**config.mk**
```make
export PLATFORM = sky130hd
export DESIGN_NAME = ddr_cmd_retime
export DESIGN_NICKNAME = d
export VERILOG_FILES = /design/src/ddr_phy_pkg.sv /design/src/ddr_cmd_retime.sv
export SDC_FILE = /design/constraint.sdc
export NUM_CORES = 1
export LEC_CHECK = 0
export BUFFER_PORTS_ARGS = -buffer_cell sky130_fd_sc_hd__buf_2
export CAP_MARGIN = 5
export CORE_ASPECT_RATIO = 2
export CORE_UTILIZATION = 42
export CTS_BUF_LIST = sky130_fd_sc_hd__clkbuf_4
export CTS_CLUSTER_DIAMETER = 40
export DETAILED_ROUTE_END_ITERATION = 10
export GPL_ROUTABILITY_DRIVEN = 0
export PLACE_DENSITY = 0.8
export SLEW_MARGIN = 30
export SYNTH_ARGS = -nofsm -noshare
export SYNTH_HDL_FRONTEND = slang
export SYNTH_SLANG_ARGS = --single-unit
```
**constraint.sdc**
```tcl
create_clock -name int_drm_clock_buffered -period 1.4 [get_ports int_drm_clock_buffered]
set_clock_uncertainty 0.15 [all_clocks]
set_input_delay 0.14 -clock int_drm_clock_buffered [delete_from_list [all_inputs] [get_ports int_drm_clock_buffered]]
set_output_delay 0.14 -clock int_drm_clock_buffered [all_outputs]
set_load 0.01 [all_outputs]
```
**src/ddr_phy_pkg.sv**
```systemverilog
/* DDR PHY shared definitions */

package ddr_phy_pkg;

    // data path geometry
    localparam int DQ_WIDTH = 32;
    localparam int LANE_WIDTH = 8;
    localparam int NUM_LANES = DQ_WIDTH / LANE_WIDTH;
    localparam int NUM_RANKS = 2;

    // command and address widths
    localparam int ROW_ADDR_WIDTH = 13;
    localparam int BANK_WIDTH = 2;

    // external bus widths
    localparam int EB_ADDR_WIDTH = 24;
    localparam int EB_DATA_WIDTH = 32;
    localparam int EB_NUM_CE = 4;

    // encoding is {ras_n, cas_n, we_n} as driven on the pins
    typedef enum logic [2:0] {
        CMD_MODE      = 3'b000,
        CMD_REFRESH   = 3'b001,
        CMD_PRECHARGE = 3'b010,
        CMD_ACTIVE    = 3'b011,
        CMD_WRITE     = 3'b100,
        CMD_READ      = 3'b101,
        CMD_TERMINATE = 3'b110,
        CMD_NOP       = 3'b111
    } ddr_cmd_e;

    typedef logic [DQ_WIDTH-1:0] dq_word_t;
    typedef logic [LANE_WIDTH-1:0] lane_data_t;
    typedef logic [NUM_LANES-1:0] lane_mask_t;
    typedef logic [NUM_RANKS-1:0] rank_mask_t;
    typedef logic [ROW_ADDR_WIDTH-1:0] row_addr_t;
    typedef logic [BANK_WIDTH-1:0] bank_t;
    typedef logic [EB_ADDR_WIDTH-1:0] eb_addr_t;
    typedef logic [EB_DATA_WIDTH-1:0] eb_data_t;
    typedef logic [EB_NUM_CE-1:0] eb_ce_t;

    // chip selects are active low, so all ones deselects every rank
    localparam rank_mask_t IDLE_S_N = '1;

endpackage
```
**src/ddr_cmd_retime.sv**
```systemverilog
/* DDR command and address retiming */

`timescale 1ns/1ps

module ddr_cmd_retime
(
    input  logic                    int_drm_clock_buffered,
    input  logic                    system_reset_in,

    input  ddr_phy_pkg::ddr_cmd_e   next_cmd,
    input  ddr_phy_pkg::rank_mask_t next_s_n,
    input  ddr_phy_pkg::bank_t      next_ba,
    input  ddr_phy_pkg::row_addr_t  next_a,
    input  logic                    next_cke,
    input  ddr_phy_pkg::lane_mask_t next_dqm,

    output ddr_phy_pkg::rank_mask_t ddr_dram_s_n,
    output logic                    ddr_dram_ras_n,
    output logic                    ddr_dram_cas_n,
    output logic                    ddr_dram_we_n,
    output ddr_phy_pkg::bank_t      ddr_dram_ba,
    output ddr_phy_pkg::row_addr_t  ddr_dram_a,
    output wire ddr_phy_pkg::rank_mask_t ddr_dram_cke,
    output ddr_phy_pkg::lane_mask_t ddr_dram_dqm
);

    import ddr_phy_pkg::*;

    // first stage, holds the controller's request for one cycle
    ddr_cmd_e   hold_cmd;
    rank_mask_t hold_s_n;
    bank_t      hold_ba;
    row_addr_t  hold_a;

    // hold stage comes out of reset as a deselect so the pins stay idle
    always_ff @(posedge int_drm_clock_buffered or posedge system_reset_in)
    begin
        if (system_reset_in)
        begin
            hold_cmd <= CMD_NOP;
            hold_s_n <= IDLE_S_N;
            hold_ba  <= '0;
            hold_a   <= '0;
        end
        else
        begin
            hold_cmd <= next_cmd;
            hold_s_n <= next_s_n;
            hold_ba  <= next_ba;
            hold_a   <= next_a;
        end
    end

    // output stage, enum split into the three strobe pins
    always_ff @(posedge int_drm_clock_buffered or posedge system_reset_in)
    begin
        if (system_reset_in)
        begin
            ddr_dram_s_n <= IDLE_S_N;
            {ddr_dram_ras_n, ddr_dram_cas_n, ddr_dram_we_n} <= CMD_NOP;
            ddr_dram_ba <= '0;
            ddr_dram_a  <= '0;
        end
        else
        begin
            ddr_dram_s_n <= hold_s_n;
            {ddr_dram_ras_n, ddr_dram_cas_n, ddr_dram_we_n} <= hold_cmd;
            ddr_dram_ba <= hold_ba;
            ddr_dram_a  <= hold_a;
        end
    end

    // one flop per rank so each cke pin gets its own register
    for (genvar rank = 0; rank < NUM_RANKS; rank++)
    begin : g_cke
        logic cke_q;

        always_ff @(posedge int_drm_clock_buffered or posedge system_reset_in)
        begin
            if (system_reset_in)
                cke_q <= 1'b0;
            else
                cke_q <= next_cke;
        end

        assign ddr_dram_cke[rank] = cke_q;
    end

    // dqm is never tristated, single cycle latency
    always_ff @(posedge int_drm_clock_buffered or posedge system_reset_in)
    begin
        if (system_reset_in)
            ddr_dram_dqm <= '0;
        else
            ddr_dram_dqm <= next_dqm;
    end

endmodule

```
* Word level (Yosys, flattened, before mapping) *
Index checks and enable logic that the tools add are counted.

storage, ports and cells
  logic and storage cells = 12
  input port bits = 27
  output and inout bits = 26
  flip-flop bits (word level) = 45

* Logic depth before layout (Yosys ltp) *
Gate-level depths: netlist of run 1.

  word-level depth = 0
  mapped depth = 1
  gate-level depth less buffers = 1

* Worst setup path after synthesis of run 1 *
Ideal clock, no wire load.

  path type = reg-to-output
  start = register ddr_dram_cas_n
  end = output port ddr_dram_cas_n
  buffers on the path = 0
  data required time = 1110 ps
  data arrival time = 520 ps
  setup slack = 590 ps
  stages on the path, launching flop included = 1
  path through = dfstp_2

RTL lines
  item                    RTL line              source
  from (decl)             ddr_cmd_retime.sv:19  output logic ddr_dram_cas_n,
  from (signal assigned)  ddr_cmd_retime.sv:67  {ddr_dram_ras_n, ddr_dram_cas_n, ddr_dram_we_n} <= hold_cmd;

No word-level cell between the ends.

* Worst setup path in the final report of run 1 *
  start = register ddr_dram_ras_n
  end = output port ddr_dram_ras_n

RTL lines
  item                    RTL line              source
  from (decl)             ddr_cmd_retime.sv:18  output logic ddr_dram_ras_n,
  from (signal assigned)  ddr_cmd_retime.sv:67

No word-level cell between the ends.

==> results.toml, run 1 <==
[grt]
grt_pass1_wl_um = 3040
antenna_found_initial = 0
grt_use_total = 0.159
grt_max_degree = 22
first_global_vias = 722
overflow = 0

[power_and_ir_drop]
powerDensity_nw_per_um2 = 1280
vdd_ir_drop_max_v = 0.00104
seqPwrFrac = 0.601
comb_power_share = 0.079
p_clk_frac = 0.320
switching_power_w = 0.000464
p_sw_frac = 0.201
intPower_w = 0.00185
p_leak_nw = 0.881

[sta]
tns_ps = 0
worstMarginPinSlew_ps = 429
max_slew_margin = 0.712
slew_viol_final = 0
clock.fmax_mhz = 776
finalSetupViolCount = 0
min_period_over_period = 0.921
rsz0062_at_grt = "no"
setup_ws_ps = 111
period_minus_slack_ps = 1290
hold_violations = 0

[critical_path]
slowest_delay_ps = 530
setup.worst_path.class = "flip-flop to output pin"
cp-end-kind = "output pin"
cp_data_arrival_time_ps = 1000
cp_cell_sequence = "buf_2"
worst_setup_path_start_kind = "flip-flop"
path_delay_family = "flip-flops"
cp_num_buf_inv = 1
critPathRequiredTime_ps = 1110
critPathSlowestCell = "dfstp_2"
critPathMaxFanout = 1

[placement]
port_buffers = 52
post-place-ws_ps = 496
dpl_cell_area_sq_um = 1470
dp_hpwl_um = 1160

[logic_synthesis]
netlist_area_sq_um = 1160
ys_types = 4
synth_top_cells_by_count = "dfrtp_1, dfstp_2, buf_4, inv_1"
syn_inst = 48
synthFlopType = "dfrtp_1"
synth_top_area_frac = 0.757
syn_nets = 75
synth_top_area_cell = "dfrtp_1"
yosysMostFrequentCell = "dfrtp_1"
async_flop_share = 1.00
synth_seq_cells = 45
avgSynthCellArea_sq_um = 24.1
synth_edf_count = 0
synth.area.top_cells = "dfrtp_1, dfstp_2, buf_4"
yosys_warnings = 0
synth_seq_area_share = 0.984

[die]
io_pins = 53
die_width_um = 39.1
die_area_sq_um = 2980
start_util = 0.450
coreArea_sq_um = 2570
rows = 26
die_height_um = 76.2

[finish]
post-route-util = 0.702
multi_input_cells = 0
fin_area_sq_um = 1800
multiInputGateArea_sq_um = 0
area_growth_pct = 55.9
diodes = 0
n_fill_cell = 177
drive_above_1_share = 0.530
nNetsFinal = 160

[route]
ant_nets = 0
maxUsedRoutingLayer = "met4"
met1_length_um = 578
vias = 668
drt_iter0_drc = 5
drtPass1Iterations = 2
wl_met3_um = 144
drt-wirelength-per-cell_um = 11.5
dr_wl_met2_um = 1060
vias_per_cell = 4.12
routed_wl_um = 1860
drc = 0

[cts]
clk_latency_ps = 350
cts-htree-levels = 2
ctsResizeCount = 0
cts.reportedPaths.clkPinSlew_ps = 120
cts-buffers-inserted = 5
cts-root-buf = "clkbuf_4"
cts_tree = "yes"
clock_sinks = 45
cts_max_path_buffers = 2

[min_path]
hold_path.class = "input pin to async pin"

[outcome]
status = "finished, final reports clean"

[flow_run]
drv_cap = 0
==> flip-flops by register name, indices dropped and copies added, names as in the netlist <==
signal,flops
hold_s_n,2
ddr_dram_cas_n,1
ddr_dram_ba,2
hold_ba,2
hold_cmd,3
ddr_dram_ras_n,1
g_cke.cke_q,1
ddr_dram_a,13
hold_a,13
ddr_dram_s_n,2
ddr_dram_we_n,1
ddr_dram_dqm,4
==> placed cells by master (no fill, tap or decap), drive strengths merged <==
master and count:
buf 54, bufinv 1, clkbuf 5, clkinv 2
clkinvlp 1, dfrtp 35, dfstp 10, dlygate4sd3 26
==> layer usage <==
layer,GRT usage,up-vias
met3,0.0758,8
met5,0,-
met2,0.248,36
met4,0.114,0
met1,0.148,311
li1,-,313
==> cells by family after synthesis <==
logic type	Yosys count	share of synthesized area
buf+inv	3	0.0162
flops	45	0.984
==> final timing paths <==
| kind | from | endpoint | slack [ps] | depth (start not counted) |
|---|---|---|---|---|
| max | ddr_dram_ras_n$_DFF_PP1_ | ddr_dram_ras_n | 110 | 1 |
| min | system_reset_in | hold_a[9]$_DFF_PP0_ | 130 | 3 |
| max reg2reg | hold_cmd[1]$_DFF_PP1_ | ddr_dram_cas_n$_DFF_PP1_ | 670 | 0 |
| min reg2reg | hold_a[0]$_DFF_PP0_ | ddr_dram_a[0]$_DFF_PP0_ | 200 | 0 |
| max in group asynchronous | system_reset_in | hold_cmd[0]$_DFF_PP1_ | 490 | 4 |
| min in group int_drm_clock_buffered | hold_a[0]$_DFF_PP0_ | ddr_dram_a[0]$_DFF_PP0_ | 200 | 0 |
==> timing repair <==
action / 4_1_cts / 5_1_grt
setup buffers: 0 / 0
setup endpoints to repair: 0 / 0
hold buffers: 26 / 0
hold endpoints to repair: 61 / 0
==> power by group through the flow <==
stage,combinational [W],clock [W],sequential (W)
after floorplan,0.0000246,0,0.00144
after global placement,0.000124,0,0.00141
after detailed placement,0.000128,0,0.00142
after CTS,0.000183,0.000773,0.00139
after global routing,0.000201,0.000830,0.00140
final,0.000182,0.000742,0.00139
==> stage by stage <==
step / hold slack, ps / cells / total power, W
2_1_floorplan: -5.52 / 48 / 0.00146
3_3_place_gp: -37.8 / 128 / 0.00154
3_5_place_dp: -31.8 / 128 / 0.00155
4_1_cts: 122 / 162 / 0.00235
5_1_grt: 162 / 162 / 0.00243
6_report: 128 / 162 / 0.00232
==> final cells by class <==
type,instances,area [sq um],area share
tap,28,35.0,0.0194
clock buffer,5,37.5,0.0208
clock inverter,3,41.3,0.0229
inverter,1,3.75,0.00208
sequential,45,1140,0.631
timing repair buffer,80,548,0.304
(Power assumes the default switching activity.)
==> run 2, diff against run 1 <==
CAP_MARGIN = 20   (was 5)
PLACE_DENSITY = not set   (was 0.8)
PLACE_DENSITY_LB_ADDON = 0.08   (was not set)
==> run 2 against run 1 <==
Against the previous run: critical path depth unchanged; critical path type unchanged; die area unchanged; routed wire length down 0.32%; final cell count down 0.62%; hold slack better by 60 ps; critical endpoint is now ddr_dram_s_n[0].
==> results.toml, run 2 (synthesis gave the netlist of run 1 again) <==
[min_path]
holdPathStages = 0
hold_path.class = "flip-flop to flip-flop"
whs_endpoint = "ddr_dram_a[5]$_DFF_PP0_"
min-delay-start = "hold_a[5]$_DFF_PP0_"

[critical_path]
reg2regPathDepth = 0
r2r_end = "ddr_dram_we_n$_DFF_PP1_"
cp_num_buf_inv = 1
cp_cell_sequence = "buf_2"
cp-end-kind = "output pin"
critPathRequiredTime_ps = 1110
path_delay_family = "flip-flops"
worst_setup_path_start_kind = "flip-flop"
crit_cells = 1
ff2ff_setup_slack_ps = 670
slowest_delay_ps = 530
critPathMaxFanout = 1
critPathSlowestCell = "dfstp_2"
cp_data_arrival_time_ps = 980
setup.worst_path.class = "flip-flop to output pin"
r2r-start = "hold_cmd[0]$_DFF_PP1_"

[outcome]
status = "finished, final reports clean"

[cts]
cts_hold_buffers = 26
cts-root-buf = "clkbuf_4"
cts_max_path_buffers = 2
clock_sinks = 45
cts-buffers-inserted = 5
cts-htree-levels = 2
ctsResizeCount = 0
clk_latency_ps = 350
post_cts_buffers = 0
cts_tree = "yes"
cts.reportedPaths.clkPinSlew_ps = 120

[finish]
area_growth_pct = 53.3
regArea_sq_um = 1140
multiInputGateArea_sq_um = 0
layout_commonest_cell = "buf_2"
reg_top3 = "ddr_dram_a: 13 flops, hold_a: 13 flops, ddr_dram_dqm: 4 flops"
drive_above_1_share = 0.526
nNetsFinal = 159
most-common-layout-cells = "buf_2, dfrtp_1, dlygate4sd3_1"
post-route-util = 0.690
multi_input_cells = 0
diodes = 0
n_fill_cell = 189

[sta]
clock.fmax_mhz = 787
min_period_over_period = 0.908
setup_ws_ps = 129
hold_violations = 0
finalSetupViolCount = 0
rsz0062_at_grt = "no"
worstMarginPinSlew_ps = 677
tns_ps = 0
worst_hold_slack_ps = 188
period_minus_slack_ps = 1270
slew_viol_final = 0
max_slew_margin = 0.546

[die]
coreArea_sq_um = 2570
die_width_um = 39.1
die_area_sq_um = 2980
io_pins = 53
die_height_um = 76.2
rows = 26
start_util = 0.450

[route]
drt-wirelength-per-cell_um = 11.5
ant_nets = 0
vias_per_cell = 4.22
drt_iter0_drc = 2
vias = 679
drtPass1Iterations = 2
drc = 0
routed_wl_um = 1860

[placement]
post-place-ws_ps = 499
port_buffers = 52

[grt]
overflow = 0
met1_usage = 0.130
first_global_vias = 744
antenna_found_initial = 0
grt.met2_usage = 0.280
grt.busiest_layer = "met2"
grt_pass1_wl_um = 3070
grt_max_degree = 27
met3_usage = 0.0787
grt_use_total = 0.159

[power_and_ir_drop]
vdd_ir_drop_max_v = 0.000749
finalPower_w = 0.00214
powerDensity_nw_per_um2 = 1210
p_leak_nw = 0.871

[flow_run]
drv_cap = 0
==> run 2: changes by cell type in the layout (fill, tap and decap cells not counted) <==
cell / previous run / this run
bufinv_16: 1 / 0
clkbuf_4: 5 / 7
buf_4: 1 / 0
clkinvlp_4: 1 / 0
==> run 2: power breakdown <==
group | total [W] | leakage (nW) | switching [W] | internal (W)
Clock | 0.000573 | 0.0338 | 0.000341 | 0.000232
Sequential | 0.00139 | 0.513 | 0.0000152 | 0.00138
Combinational | 0.000180 | 0.324 | 0.0000766 | 0.000104
Total | 0.00214 | 0.871 | 0.000433 | 0.00171
==> run 2: area by class of cell <==
cell class,count,area share
Clock buffer,7,0.0296
Clock inverter,1,0.00212
Inverter,1,0.00212
Sequential cell,45,0.642
Tap cell,28,0.0197
Timing Repair Buffer,79,0.305
==> run 2: worst max path at each step <==
| stage | start | end | slack, ps |
|---|---|---|---|
| after floorplan | system_reset_in | ddr_dram_a[0]$_DFF_PP0_ | 70 |
| after detailed placement | ddr_dram_s_n[0]$_DFF_PP1_ | ddr_dram_s_n[0] | 500 |
| final | ddr_dram_s_n[0]$_DFF_PP1_ | ddr_dram_s_n[0] | 130 |
| after global routing | ddr_dram_s_n[0]$_DFF_PP1_ | ddr_dram_s_n[0] | 60 |
| after global placement | ddr_dram_cas_n$_DFF_PP1_ | ddr_dram_cas_n | 500 |
| after CTS | ddr_dram_s_n[0]$_DFF_PP1_ | ddr_dram_s_n[0] | 100 |
==> run 2: through the flow <==
step	instance area, sq um	cells
global placement	1460	127
floorplan	1160	48
finish	1770	161
global route	1770	161
CTS	1770	161
detailed placement	1460	127
==> run 2: layer usage <==
layer | wire length, um | share of wire
met1 | 515 | 0.28
met2 | 1170 | 0.63
met3 | 133 | 0.072
met4 | 33 | 0.018
met5 | 0 | 0
